## config.mk

```make
export PLATFORM = sky130hd
export DESIGN_NAME = input_board_top
export DESIGN_NICKNAME = d
export VERILOG_FILES = /design/src/board_pkg.sv /design/src/board_ctrl.sv /design/src/input_board_top.sv /design/src/joy_4way.sv /design/src/joy_mapper.sv
export SDC_FILE = /design/constraint.sdc
export NUM_CORES = 1
export LEC_CHECK = 0
export BUFFER_PORTS_ARGS = -buffer_cell sky130_fd_sc_hd__buf_4
export CORE_MARGIN = 1
export CORE_UTILIZATION = 35
export DETAILED_ROUTE_END_ITERATION = 10
export SLEW_MARGIN = 20
export SYNTH_ARGS = -nofsm -noshare
export SYNTH_HDL_FRONTEND = slang
export SYNTH_SLANG_ARGS = --single-unit
```

## constraint.sdc

```tcl
create_clock -name clk_sys -period 1.87 [get_ports clk_sys]
set_clock_uncertainty 0.1 [all_clocks]
set_input_delay 0.187 -clock clk_sys [delete_from_list [all_inputs] [get_ports clk_sys]]
set_output_delay 0.187 -clock clk_sys [all_outputs]
set_load 0.1 [all_outputs]
```

## src/board_pkg.sv

```systemverilog
// shared widths and joystick types for the player input board
// imported by every RTL module of the board with a wildcard import

package board_pkg;

    // player and layer counts
    localparam int PLAYERS    = 4;
    localparam int GFX_W      = 4;

    // joystick word widths
    localparam int JOY_W      = 16;
    localparam int GAME_JOY_W = 10;
    localparam int DIR_W      = 4;

    // direction bit positions inside every joystick word
    localparam int DIR_RIGHT  = 0;
    localparam int DIR_LEFT   = 1;
    localparam int DIR_DOWN   = 2;
    localparam int DIR_UP     = 3;

    // raw word from the board, active high
    typedef logic [JOY_W-1:0] joy_word_t;

    // word as the game core sees it
    typedef logic [GAME_JOY_W-1:0] game_joy_t;

    // right, left, down, up
    typedef logic [DIR_W-1:0] dir_t;

endpackage

```

## src/board_ctrl.sv

```systemverilog
// board level control: pause state, soft reset pulse, debug layer enables
// also registers coin, start and service for the game with its polarity
// player bits come from the mapper sync registers

`timescale 1ns/1ps

module board_ctrl import board_pkg::*; #(
    parameter int ACTIVE_LOW = 1
) (
    input  logic               clk_sys,
    input  logic               rst,
    input  logic [PLAYERS-1:0] map_start,
    input  logic [PLAYERS-1:0] map_coin,
    input  logic [PLAYERS-1:0] map_pause,
    input  logic [PLAYERS-1:0] key_start,
    input  logic [PLAYERS-1:0] key_coin,
    input  logic               key_reset,
    input  logic               key_pause,
    input  logic               key_service,
    input  logic [GFX_W-1:0]   key_gfx,
    input  logic               osd_pause,
    input  logic               downloading,
    output logic [PLAYERS-1:0] game_coin,
    output logic [PLAYERS-1:0] game_start,
    output logic               game_service,
    output logic               game_pause,
    output logic               soft_rst,
    output logic [GFX_W-1:0]   gfx_en
);

    localparam bit INVERT = (ACTIVE_LOW != 0);

    // previous samples for edge detection
    logic             last_pause;
    logic             last_joypause;
    logic             last_osd_pause;
    logic             last_reset;
    logic [GFX_W-1:0] last_gfx;

    logic             joy_pause;
    logic             pause_toggle;
    logic             osd_change;
    logic [GFX_W-1:0] gfx_rise;

    // only players 1 and 2 can pause from the stick
    assign joy_pause    = map_pause[0] | map_pause[1];

    assign pause_toggle = (key_pause && !last_pause) || (joy_pause && !last_joypause);
    assign osd_change   = osd_pause ^ last_osd_pause;
    assign gfx_rise     = key_gfx & ~last_gfx;

    // history keeps sampling through reset so a held key gives no edge later
    always_ff @(posedge clk_sys) begin
        last_pause     <= key_pause;
        last_joypause  <= joy_pause;
        last_osd_pause <= osd_pause;
        last_reset     <= key_reset;
        last_gfx       <= key_gfx;
    end

    always_ff @(posedge clk_sys) begin
        if (rst) begin
            game_pause <= 1'b0;
        end else if (downloading) begin
            game_pause <= 1'b0;
        end else if (osd_change) begin
            // menu setting overrides a toggle in the same cycle
            game_pause <= osd_pause;
        end else if (pause_toggle) begin
            game_pause <= ~game_pause;
        end
    end

    always_ff @(posedge clk_sys) begin
        if (rst) begin
            soft_rst <= 1'b0;
        end else begin
            soft_rst <= key_reset && !last_reset;
        end
    end

    // all layers on after reset
    always_ff @(posedge clk_sys) begin
        if (rst) begin
            gfx_en <= '1;
        end else begin
            gfx_en <= gfx_en ^ gfx_rise;
        end
    end

    always_ff @(posedge clk_sys) begin
        if (rst) begin
            game_coin    <= {PLAYERS{INVERT}};
            game_start   <= {PLAYERS{INVERT}};
            game_service <= INVERT;
        end else begin
            game_coin    <= {PLAYERS{INVERT}} ^ (map_coin | key_coin);
            game_start   <= {PLAYERS{INVERT}} ^ (map_start | key_start);
            game_service <= key_service ^ INVERT;
        end
    end

endmodule

```

## src/input_board_top.sv

```systemverilog
// player input board top level
// one joystick mapper per player plus the shared control block
// BUTTONS and ACTIVE_LOW are set here for the whole board

`timescale 1ns/1ps

module input_board_top import board_pkg::*; #(
    parameter int BUTTONS    = 2,
    parameter int ACTIVE_LOW = 1
) (
    input  logic               clk_sys,
    input  logic               rst,
    input  joy_word_t          board_joystick1,
    input  joy_word_t          board_joystick2,
    input  joy_word_t          board_joystick3,
    input  joy_word_t          board_joystick4,
    input  game_joy_t          key_joy1,
    input  game_joy_t          key_joy2,
    input  game_joy_t          key_joy3,
    input  game_joy_t          key_joy4,
    input  logic [PLAYERS-1:0] key_start,
    input  logic [PLAYERS-1:0] key_coin,
    input  logic               key_reset,
    input  logic               key_pause,
    input  logic               key_service,
    input  logic [GFX_W-1:0]   key_gfx,
    input  logic               four_way,
    input  logic               rot_control,
    input  logic               flip,
    input  logic               osd_pause,
    input  logic               downloading,
    output game_joy_t          game_joystick1,
    output game_joy_t          game_joystick2,
    output game_joy_t          game_joystick3,
    output game_joy_t          game_joystick4,
    output logic [PLAYERS-1:0] game_coin,
    output logic [PLAYERS-1:0] game_start,
    output logic               game_service,
    output logic               game_pause,
    output logic               soft_rst,
    output logic [GFX_W-1:0]   gfx_en
);

    // per-player bits from the mapper sync registers, player 1 in bit 0
    logic [PLAYERS-1:0] map_start;
    logic [PLAYERS-1:0] map_coin;
    logic [PLAYERS-1:0] map_pause;

    joy_mapper #(.BUTTONS(BUTTONS), .ACTIVE_LOW(ACTIVE_LOW)) joy_mapper_p1_inst (
        .clk_sys     (clk_sys),
        .rst         (rst),
        .board_joy   (board_joystick1),
        .key_joy     (key_joy1),
        .four_way    (four_way),
        .rot_control (rot_control),
        .flip        (flip),
        .game_joy    (game_joystick1),
        .start_bit   (map_start[0]),
        .coin_bit    (map_coin[0]),
        .pause_bit   (map_pause[0])
    );

    joy_mapper #(.BUTTONS(BUTTONS), .ACTIVE_LOW(ACTIVE_LOW)) joy_mapper_p2_inst (
        .clk_sys     (clk_sys),
        .rst         (rst),
        .board_joy   (board_joystick2),
        .key_joy     (key_joy2),
        .four_way    (four_way),
        .rot_control (rot_control),
        .flip        (flip),
        .game_joy    (game_joystick2),
        .start_bit   (map_start[1]),
        .coin_bit    (map_coin[1]),
        .pause_bit   (map_pause[1])
    );

    joy_mapper #(.BUTTONS(BUTTONS), .ACTIVE_LOW(ACTIVE_LOW)) joy_mapper_p3_inst (
        .clk_sys     (clk_sys),
        .rst         (rst),
        .board_joy   (board_joystick3),
        .key_joy     (key_joy3),
        .four_way    (four_way),
        .rot_control (rot_control),
        .flip        (flip),
        .game_joy    (game_joystick3),
        .start_bit   (map_start[2]),
        .coin_bit    (map_coin[2]),
        .pause_bit   (map_pause[2])
    );

    joy_mapper #(.BUTTONS(BUTTONS), .ACTIVE_LOW(ACTIVE_LOW)) joy_mapper_p4_inst (
        .clk_sys     (clk_sys),
        .rst         (rst),
        .board_joy   (board_joystick4),
        .key_joy     (key_joy4),
        .four_way    (four_way),
        .rot_control (rot_control),
        .flip        (flip),
        .game_joy    (game_joystick4),
        .start_bit   (map_start[3]),
        .coin_bit    (map_coin[3]),
        .pause_bit   (map_pause[3])
    );

    board_ctrl #(.ACTIVE_LOW(ACTIVE_LOW)) board_ctrl_inst (
        .clk_sys      (clk_sys),
        .rst          (rst),
        .map_start    (map_start),
        .map_coin     (map_coin),
        .map_pause    (map_pause),
        .key_start    (key_start),
        .key_coin     (key_coin),
        .key_reset    (key_reset),
        .key_pause    (key_pause),
        .key_service  (key_service),
        .key_gfx      (key_gfx),
        .osd_pause    (osd_pause),
        .downloading  (downloading),
        .game_coin    (game_coin),
        .game_start   (game_start),
        .game_service (game_service),
        .game_pause   (game_pause),
        .soft_rst     (soft_rst),
        .gfx_en       (gfx_en)
    );

endmodule

```

## src/joy_4way.sv

```systemverilog
// turns an 8-way stick into a 4-way one for games that expect it
// diagonals resolve to the last single direction that was held
// one register stage in both modes

`timescale 1ns/1ps

module joy_4way import board_pkg::*; (
    input  logic clk_sys,
    input  logic rst,
    input  logic enable,
    input  dir_t dir_in,
    output dir_t dir_out
);

    // last direction seen pressed on its own, one-hot or zero
    dir_t last_dir;

    logic any_pressed;
    logic single_pressed;
    logic last_held;
    dir_t filtered;

    assign any_pressed    = dir_in != '0;
    assign single_pressed = any_pressed && ((dir_in & (dir_in - 1'b1)) == '0);
    assign last_held      = (dir_in & last_dir) != '0;

    always_comb begin
        if (single_pressed) begin
            filtered = dir_in;
        end else if (any_pressed && last_held) begin
            // diagonal that still includes the old direction
            filtered = last_dir;
        end else begin
            filtered = '0;
        end
    end

    always_ff @(posedge clk_sys) begin
        if (rst) begin
            last_dir <= '0;
        end else if (enable && single_pressed) begin
            last_dir <= dir_in;
        end
    end

    always_ff @(posedge clk_sys) begin
        if (rst) begin
            dir_out <= '0;
        end else if (enable) begin
            dir_out <= filtered;
        end else begin
            dir_out <= dir_in;
        end
    end

endmodule

```

## src/joy_mapper.sv

```systemverilog
// joystick path of one player, from board word to game word
// stage 1 filters directions and delays the upper bits, stage 2 merges keys,
// stage 3 rotates for vertical screens and applies the output polarity

`timescale 1ns/1ps

module joy_mapper import board_pkg::*; #(
    parameter int BUTTONS    = 2,
    parameter int ACTIVE_LOW = 1
) (
    input  logic      clk_sys,
    input  logic      rst,
    input  joy_word_t board_joy,
    input  game_joy_t key_joy,
    input  logic      four_way,
    input  logic      rot_control,
    input  logic      flip,
    output game_joy_t game_joy,
    output logic      start_bit,
    output logic      coin_bit,
    output logic      pause_bit
);

    // start, coin and pause sit right after the buttons
    localparam int START_BIT = BUTTONS + 4;
    localparam int COIN_BIT  = BUTTONS + 5;
    localparam int PAUSE_BIT = BUTTONS + 6;

    localparam bit INVERT = (ACTIVE_LOW != 0);

    dir_t                   dir_q;
    logic [JOY_W-1:DIR_W]   upper_q;
    joy_word_t              sync_q;

    // directions as seen on a rotated cabinet
    function automatic game_joy_t rotate_dirs(
        input game_joy_t joy,
        input logic      rot,
        input logic      flip_sel
    );
        game_joy_t r;
        r = joy;
        if (rot) begin
            if (flip_sel) begin
                r[DIR_UP]    = joy[DIR_LEFT];
                r[DIR_DOWN]  = joy[DIR_RIGHT];
                r[DIR_LEFT]  = joy[DIR_DOWN];
                r[DIR_RIGHT] = joy[DIR_UP];
            end else begin
                r[DIR_UP]    = joy[DIR_RIGHT];
                r[DIR_DOWN]  = joy[DIR_LEFT];
                r[DIR_LEFT]  = joy[DIR_UP];
                r[DIR_RIGHT] = joy[DIR_DOWN];
            end
        end
        return r;
    endfunction

    joy_4way joy_4way_inst (
        .clk_sys (clk_sys),
        .rst     (rst),
        .enable  (four_way),
        .dir_in  (board_joy[DIR_W-1:0]),
        .dir_out (dir_q)
    );

    // upper bits wait one cycle to line up with the filter output
    always_ff @(posedge clk_sys) begin
        upper_q <= board_joy[JOY_W-1:DIR_W];
    end

    // keys only cover the low game bits
    always_ff @(posedge clk_sys) begin
        sync_q <= {upper_q, dir_q} | {{(JOY_W-GAME_JOY_W){1'b0}}, key_joy};
    end

    always_ff @(posedge clk_sys) begin
        if (rst) begin
            game_joy <= {GAME_JOY_W{INVERT}};
        end else begin
            game_joy <= {GAME_JOY_W{INVERT}}
                      ^ rotate_dirs(sync_q[GAME_JOY_W-1:0], rot_control, flip);
        end
    end

    assign start_bit = sync_q[START_BIT];
    assign coin_bit  = sync_q[COIN_BIT];
    assign pause_bit = sync_q[PAUSE_BIT];

endmodule
```

* Word-level counts from Yosys, hierarchy flattened
Cells that the tools add are included.
** Storage, ports and cells
- Bits in registers :: 159
- Bits of input ports :: 126
- Output and inout bits :: 55
- Word-level logic and storage cells :: 121
** Cells by class
- Add/sub/neg operators :: 4
- Muxes and demuxes :: 26
- Bitwise logic cells :: 27
- Reduce and logical (&&, ||, !) cells :: 33
** Operator list (count)
- 2-to-1 mux 4 bit :: 24
- inverter 10 bit :: 4
- bitwise OR 10 bit :: 4
- bitwise AND 4 bit :: 9
- nonzero test 4 bit :: 8
- zero test 4 bit :: 4
- subtractor 4 x 1 -> 4 bit, second input constant :: 4
- logical AND 1 bit :: 15
- inverter 4 bit :: 3
- bitwise OR 4 bit :: 2
- bitwise XOR 4 bit :: 1
- zero test 1 bit :: 3
- 2-to-1 mux 1 bit :: 2
- inverter 1 bit :: 2
- nonzero test 2 bit :: 1
- OR reduction 2 bit :: 1
- logical OR 1 bit :: 1
- bitwise OR 1 bit :: 1
- bitwise XOR 1 bit :: 1

* Depth between registers and ports, before layout
Gate-level depths: netlist of run 1.
- Depth in word-level cells :: 6
- Depth in mapped cells :: 5
- Depth with buffers taken out :: 4

* Hierarchy
From an unflattened synthesis of run 1, not the netlist that was laid out.
** Unflattened totals
- Cell total of the unflattened synthesis :: 535
- Area total of the unflattened synthesis :: 5771.8 um^2
** Modules (own cells, without submodules)
- joy_mapper :: times used 4, cells each 57, area an instance 730.7 um^2, seq. area each 520.5 um^2
- joy_4way :: times used 4, cells each 63, area an instance 538.0 um^2, seq. area each 160.2 um^2
- board_ctrl :: times used 1, cells each 55, area an instance 696.9 um^2, seq. area each 460.4 um^2

* Worst setup path before layout of run 1
No wires, ideal clock.
- Path type :: register to register
- From :: reg board_ctrl_inst.game_pause
- To :: reg board_ctrl_inst.game_pause
- Library setup time :: 126 ps
- Arrival :: 1425 ps
- Required time :: 1644 ps
- Slack :: 218 ps
- Cell stages (with the launch flop) :: 4
- Buffers on the path :: 0
- Period minus slack after synthesis :: 1652 ps
- Cells stage by stage :: dfxtp_1 o21ai_0 a21oi_1 o41ai_1
** Between the ends
- Cells in the longest elaborated chain, start to end :: 3
** Ends and longest elaborated chain
- from (decl) :: RTL line board_ctrl.sv:26 : output logic game_pause,
- from (signal assigned) :: RTL line board_ctrl.sv:68 : game_pause <= osd_pause;
- from (signal assigned) :: RTL line board_ctrl.sv:70 : game_pause <= ~game_pause;
- inverter 1 bit :: RTL line board_ctrl.sv:70
- 2-to-1 mux 1 bit :: RTL line board_ctrl.sv:69 : end else if (pause_toggle) begin
- 2-to-1 mux 1 bit :: RTL line board_ctrl.sv:66 : end else if (osd_change) begin
Every way passes these cells. The select of a mux whose other input is x is not followed.
A chain may end at the register's enable or synchronous reset.

* Worst setup path in the final report of run 1
- From :: in board_joystick4[2]
- To :: reg joy_mapper_p4_inst.joy_4way_inst.dir_out[2]
** Between the ends
- Cells in the longest elaborated chain, start to end :: 6
- Elaborated cells on any way between the ends :: 11
- Those cells by class :: add/sub: 1; mux: 3; bitwise: 2; reduce/logical: 5
** Ends and longest elaborated chain
- from (decl) :: RTL line input_board_top.sv:16 : input joy_word_t board_joystick4,
- subtractor 4 x 1 -> 4 bit / bitwise AND 4 bit (equally long branches) :: RTL line joy_4way.sv:24, joy_4way.sv:25
- bitwise AND 4 bit / nonzero test 4 bit (equally long branches) :: RTL line joy_4way.sv:24, joy_4way.sv:25
- zero test 4 bit / logical AND 1 bit (equally long branches) :: RTL line joy_4way.sv:24, joy_4way.sv:30
- logical AND 1 bit / 2-to-1 mux 4 bit (equally long branches) :: RTL line joy_4way.sv:24, joy_4way.sv:30
- 2-to-1 mux 4 bit :: RTL line joy_4way.sv:28 : if (single_pressed) begin
- 2-to-1 mux 4 bit * :: RTL line joy_4way.sv:49 : end else if (enable) begin
- to (signal assigned) :: RTL line joy_4way.sv:50 : dir_out <= filtered;
- to (signal assigned) :: RTL line joy_4way.sv:52 : dir_out <= dir_in;
- to (decl) :: RTL line joy_4way.sv:12 : output dir_t dir_out
Every way passes the cells marked *; elsewhere a longest branch is shown, timed or not.

==> impl_metrics.py, run 1 <==
metrics = {
    "outcome": {
        "status": "finished, violations left",
        "failed_checks": "design-rule violations",
    },
    "timing": {
        "tns_ps": 0,
        "rsz0062_at_grt": "no",
        "hold_violations": 0,
        "tightest_slew_ps": 310,
        "setup_viol": 0,
        "fin_crit_ps": 1580,
        "fin_crit_sh": 0.844,
        "relSlewSlack": 0.793,
        "fmax_mhz": 633,
        "maxSlewViolCount": 0,
    },
    "power_and_ir_drop": {
        "p_per_area_mw_per_mm2": 1060,
        "irDropWorstVdd_v": 0.000686,
        "leakagePower_uw": 0.00343,
        "total_power_uw": 8620,
    },
    "run": {
        "max_cap_violations": 0,
    },
    "drt": {
        "routedWlPerCell_um": 13.9,
        "ant_nets": 0,
        "routed_via_density": 4.83,
        "drc": 16,
        "wl_um": 13100,
        "vias": 4555,
        "drtPass1Iterations": 10,
        "first_iter_violations": 172,
    },
    "synth": {
        "ys_seq_elements": 159,
        "syn_inst": 513,
        "synth.distinct_cells": 30,
        "ys_top_cells_by_count": "159 x dfxtp_1, 69 x nand2_1, 41 x or2_2, 37 x o21ai_0, 24 x clkbuf_1",
        "ys.flop_type": "dfxtp_1",
        "synth.top_cell.area_share": 0.598,
        "yosysWarnings": 0,
        "yosysSeqAreaShare": 0.598,
        "synth.largest_area_cell": "dfxtp_1",
        "yosysMostFrequentCell": "dfxtp_1",
        "syn_nets": 639,
        "avgSynthCellArea_sq_um": 10.4,
        "synth_edf_count": 0,
        "async_reset_ff_frac": 0,
        "ys_top_cells_by_area": "dfxtp_1 60%, nand2_1 4.9%, or2_2 4.8%",
        "syn_area_sq_mm": 0.00532,
    },
    "placement": {
        "numPortBuffers": 156,
        "place_hpwl_um": 8220,
        "place.gp.congestion": 0.810,
    },
    "die": {
        "rows": 44,
        "initial_core_util": 0.362,
        "ios": 181,
        "dieArea_sq_mm": 0.0157,
        "core_area_sq_mm": 0.0147,
        "die_x_um": 125,
        "die_y_um": 125,
    },
    "global_route": {
        "grt_pass1_vias": 4500,
        "grtUsageTotal": 0.174,
        "grt_pass1_wl_um": 21400,
        "antenna_found_initial": 0,
        "grt_overflow": 0,
        "grt_max_degree": 37,
    },
    "critical_path": {
        "rr_worst_depth": 4,
        "r2r_end": "board_ctrl_inst.game_pause",
        "worstPathRequired_ps": 2070,
        "rr_startpoint": "joy_mapper_p2_inst.sync_q[8]",
        "worstPathArrival_ps": 1780,
        "critPathMaxFanout": 14,
        "critPathCaptureType": "register",
        "crit_path_start_kind": "input port",
        "r2r_slack_ps": 580,
        "crit_end": "joy_mapper_p4_inst.joy_4way_inst.dir_out[2]",
        "setup.worst_path.start": "board_joystick4[2]",
        "crit_type": "input port to register",
    },
    "clock_tree": {
        "clock_path_buffers": 2,
        "path_clk_slew_ps": 60,
        "post_cts_buffers": 0,
        "root_buffer": "clkbuf_16",
        "cts_sinks": 159,
        "h-tree-depth": 4,
        "clkLatencyLatePin_ps": 420,
        "cts_tree": "built",
        "numCtsBuffers": 17,
    },
    "worst_hold_path": {
        "min_path_cells": 2,
        "hold_class": "input port to register",
    },
    "final_layout": {
        "diodes": 0,
        "drive_gt1_frac": 0.311,
        "fill_cells": 1250,
        "nets": 872,
        "area_growth_syn_to_layout_pct": 52.4,
    },
}
-- flip-flops by register name, summed over array words and instances (netlist names), 10 cells and up --
register                     flops
joy_mapper_p4_inst.game_joy     10
joy_mapper_p1_inst.game_joy     10
joy_mapper_p3_inst.sync_q       10
joy_mapper_p3_inst.game_joy     10
joy_mapper_p1_inst.sync_q       10
joy_mapper_p2_inst.game_joy     10
joy_mapper_p4_inst.sync_q       10
joy_mapper_p2_inst.sync_q       10
-- metal layers --
| layer | GRT usage | routed length (um) | vias up |
|---|---|---|---|
| met5 | 0 | 0 | - |
| met4 | 0.0703 | 206 | 0 |
| met3 | 0.0561 | 810 | 18 |
| met2 | 0.297 | 6390 | 151 |
| met1 | 0.202 | 5720 | 2120 |
| li1 | - | - | 2266 |
-- what timing repair did --
action,CTS,global route
hold endpoints to repair,93,0
hold buffers,89,0
resized for setup,0,0
-- power by group --
| part | switching, uW | total (uW) | internal [uW] |
|---|---|---|---|
| Sequential | 74.8 | 3660 | 3590 |
| Clock | 1300 | 3470 | 2170 |
| Combinational | 964 | 1490 | 521 |
-- layout make-up --
class | count | area [sq um] | share of cell area
flip-flops and latches | 159 | 3180 | 0.393
clock inverters | 9 | 134 | 0.0165
inverters | 5 | 18.8 | 0.00232
repair buffers | 247 | 2090 | 0.258
multi-input cells | 316 | 1980 | 0.245
clock buffers | 23 | 468 | 0.0577
well taps | 184 | 230 | 0.0284
-- metrics by stage --
step | setup slack (ps) | hold slack [ps] | utilization | instance area [sq um] | instances
after CTS | 322 | 11.2 | 0.551 | 8110 | 943
after detailed placement | 391 | 193 | 0.450 | 6610 | 822
after global placement | 432 | 192 | 0.450 | 6610 | 822
final | 291 | 36.4 | 0.551 | 8110 | 943
after floorplan | 218 | 115 | - | 5320 | 513
after global routing | 270 | 30.0 | 0.551 | 8110 | 943
-- worst min path at each step --
| stage | slack, ps | to | startpoint |
|---|---|---|---|
| after floorplan | 110 | board_ctrl_inst.last_gfx[0] | key_gfx[0] |
| after global placement | 190 | joy_mapper_p4_inst.upper_q[8] | board_joystick4[8] |
| after global routing | 30 | joy_mapper_p3_inst.joy_4way_inst.dir_out[3] | board_joystick3[3] |
| after CTS | 10 | joy_mapper_p3_inst.joy_4way_inst.dir_out[3] | board_joystick3[3] |
| final | 40 | joy_mapper_p2_inst.joy_4way_inst.last_dir[3] | rst |
| after detailed placement | 190 | joy_mapper_p1_inst.upper_q[8] | board_joystick1[8] |
-- logic make-up (layout without fill, tap and decap cells) --
logic type / after synthesis / after routing / synth area share
simple gates: 172 / 172 / 0.166
xor+xnor: 8 / 8 / 0.0132
buf+inv: 38 / 284 / 0.0289
mux: 16 / 16 / 0.0301
flops: 159 / 159 / 0.598
compound gates: 120 / 120 / 0.163
-- layout by cell type, fill, tap and decap left out, types with 5 or more instances in the layout --
cell type	n
or2_2	41
buf_4	157
clkbuf_16	17
o2111ai_1	8
a22oi_1	8
dlygate4sd3_1	89
nand4_1	9
o211ai_1	20
nor3b_1	5
nand2_1	69
o21ai_0	37
a32oi_1	8
a21oi_1	13
or3_1	5
nor2b_1	13
nor2_1	17
a32o_1	16
mux2i_1	16
dfxtp_1	159
-- critical path, stage by stage --
cell,delay (ps)
dlygate4sd3_1,530
buf_4,180
or3_4,410
o211a_4,250
a32o_1,210
No activity file was read; power rests on OpenSTA's default activity.
==> run 2: changes to the inputs <==
- clock period: 1.87 -> 1.6 ns (I/O delays scaled with it)
==> run 2 against run 1 <==
  * Largest power group unchanged
  * Critical path depth unchanged
  * Non-clock buffer count rose by 13
  * Combinational power up 18%
  * Critical path type unchanged
  * Clock power is 18% higher
  * Largest cell class unchanged
  * Design area is 1.5% higher
  * The flow still finishes with violations (design-rule violations)
  * Global-route usage increased by 0.13 points
  * First-iteration DRC count rose by 23%
==> impl_metrics.py, run 2 (same netlist as run 1, synthesis figures left out) <==
metrics = {
    "global_route": {
        "top_usage_layer": "met2",
        "grt_pass1_wl_um": 21400,
        "grtUsageMet1": 0.193,
        "antenna_found_initial": 0,
        "grt_max_degree": 33,
        "grt_pass1_vias": 4587,
        "globalRouteMet2Util": 0.308,
        "grtUsageMet3": 0.0556,
        "grt_overflow": 0,
        "grtUsageTotal": 0.175,
    },
    "critical_path": {
        "r2r_end": "joy_mapper_p1_inst.joy_4way_inst.last_dir[0]",
        "r2r_slack_ps": 210,
        "crit_path_start_kind": "input port",
        "worstPathRequired_ps": 1810,
        "path_depth": 5,
        "worstPathCellList": "dlygate4sd3_1, buf_4, or3_4, o211a_4, a32o_1",
        "rr_worst_depth": 3,
        "critPathCaptureType": "register",
        "critPathMaxFanout": 14,
        "critPathMaxStageDelay_ps": 530,
        "path_buf_inv": 2,
        "rr_startpoint": "joy_mapper_p1_inst.joy_4way_inst.last_dir[0]",
        "setup.worst_path.start": "board_joystick3[1]",
        "crit_type": "input port to register",
        "slowest_stage": "dlygate4sd3_1",
        "path_delay_family": "buffers and inverters",
        "worstPathArrival_ps": 1750,
    },
    "final_layout": {
        "final_common_cell": "buf_4",
        "final_cell_mix": "161 x buf_4, 158 x dfxtp_1, 98 x dlygate4sd3_1, 69 x nand2_1, 41 x or2_2",
        "register_area_sq_mm": 0.00318,
        "multi_input_area_sq_mm": 0.00198,
        "nets": 885,
        "final_cells": 956,
        "diodes": 0,
        "drive_gt1_frac": 0.315,
        "area_growth_syn_to_layout_pct": 54.7,
        "fill_cells": 1260,
    },
    "power_and_ir_drop": {
        "p_per_area_mw_per_mm2": 1230,
        "leakagePower_uw": 0.00349,
        "irDropWorstVdd_v": 0.000820,
    },
    "drt": {
        "routed_via_density": 4.76,
        "drtPass1Iterations": 8,
        "ant_nets": 0,
        "vias": 4552,
        "routedWlPerCell_um": 13.9,
        "first_iter_violations": 212,
        "wl_um": 13300,
        "drc": 16,
    },
    "clock_tree": {
        "clock_path_buffers": 2,
        "root_buffer": "clkbuf_16",
        "post_cts_buffers": 0,
        "clkLatencyLatePin_ps": 430,
        "numCtsBuffers": 17,
        "cts_tree": "built",
        "h-tree-depth": 4,
        "path_clk_slew_ps": 60,
        "cts_sinks": 159,
        "post_cts_resized": 0,
    },
    "outcome": {
        "failed_checks": "design-rule violations",
        "status": "finished, violations left",
    },
    "worst_hold_path": {
        "min_path_cells": 3,
        "worstHoldEndpoint": "joy_mapper_p1_inst.joy_4way_inst.last_dir[3]",
        "hold_class": "input port to register",
        "hold_path_startpoint": "board_joystick1[3]",
    },
    "timing": {
        "fmax_mhz": 646,
        "maxSlewViolCount": 0,
        "tns_ps": 0,
        "fin_crit_ps": 1550,
        "hold_violations": 0,
        "worst_slack_ps": 51.8,
        "fin_crit_sh": 0.968,
        "setup_viol": 0,
        "relSlewSlack": 0.798,
        "rsz0062_at_grt": "no",
        "tightest_slew_ps": 302,
    },
    "placement": {
        "place.gp.congestion": 0.786,
        "place_hpwl_um": 8470,
        "numPortBuffers": 156,
        "post-place-ws_ps": 180,
        "dpl.cell_count": 826,
    },
    "die": {
        "die_y_um": 125,
        "core_area_sq_mm": 0.0147,
        "ios": 181,
        "rows": 44,
        "initial_core_util": 0.362,
        "dieArea_sq_mm": 0.0157,
        "die_x_um": 125,
    },
    "run": {
        "max_cap_violations": 0,
    },
}
-- run 2: worst min-delay path: stages --
cell and delay (ps):
buf_4 160, a32oi_1 110, nor2_1 80
-- run 2: area by class of cell --
type / count / area share
repair buffers: 260 / 0.268
multi-input cells: 316 / 0.241
clock inverters: 12 / 0.0193
clock buffers: 20 / 0.0543
well taps: 184 / 0.0280
flip-flops and latches: 159 / 0.387
inverters: 5 / 0.00228
-- run 2: stage by stage --
step | util | hold WS (ps) | total power [uW] | area, sq um
final | 0.560 | 18.3 | 10200 | 8230
after global routing | 0.560 | 32.6 | 10600 | 8230
after CTS | 0.560 | 1.34 | 10300 | 8230
after detailed placement | 0.452 | 166 | 5920 | 6640
after global placement | 0.452 | 165 | 5890 | 6640
after floorplan | - | 87.7 | 5450 | 5320
-- run 2: how the worst max path moves through the flow --
stage	end	slack [ps]
3_3_place_gp	joy_mapper_p2_inst.joy_4way_inst.dir_out[2]	210
6_report	joy_mapper_p3_inst.joy_4way_inst.dir_out[1]	50
5_1_grt	joy_mapper_p3_inst.joy_4way_inst.dir_out[1]	40
3_5_place_dp	joy_mapper_p3_inst.joy_4way_inst.dir_out[1]	180
2_1_floorplan	board_ctrl_inst.gfx_en[0]	180
4_1_cts	joy_mapper_p3_inst.joy_4way_inst.dir_out[1]	80
-- run 2: repair_timing --
action,in CTS,in global routing
setup endpoints to repair,0,0
hold buffers,98,0
endpoints found under the hold margin,107,0
-- run 2: metal layers --
metal / up-vias / share of wire
li1: 2294 / -
met1: 2116 / 0.42
met2: 128 / 0.50
met3: 14 / 0.056
met4: 0 / 0.014
met5: - / 0
-- run 2: where the power goes --
part / switching, uW / internal [uW] / total, uW
Sequential: 85.6 / 4190 / 4280
Clock: 1610 / 2510 / 4110
Combinational: 1130 / 628 / 1760
Total: 2820 / 7330 / 10200
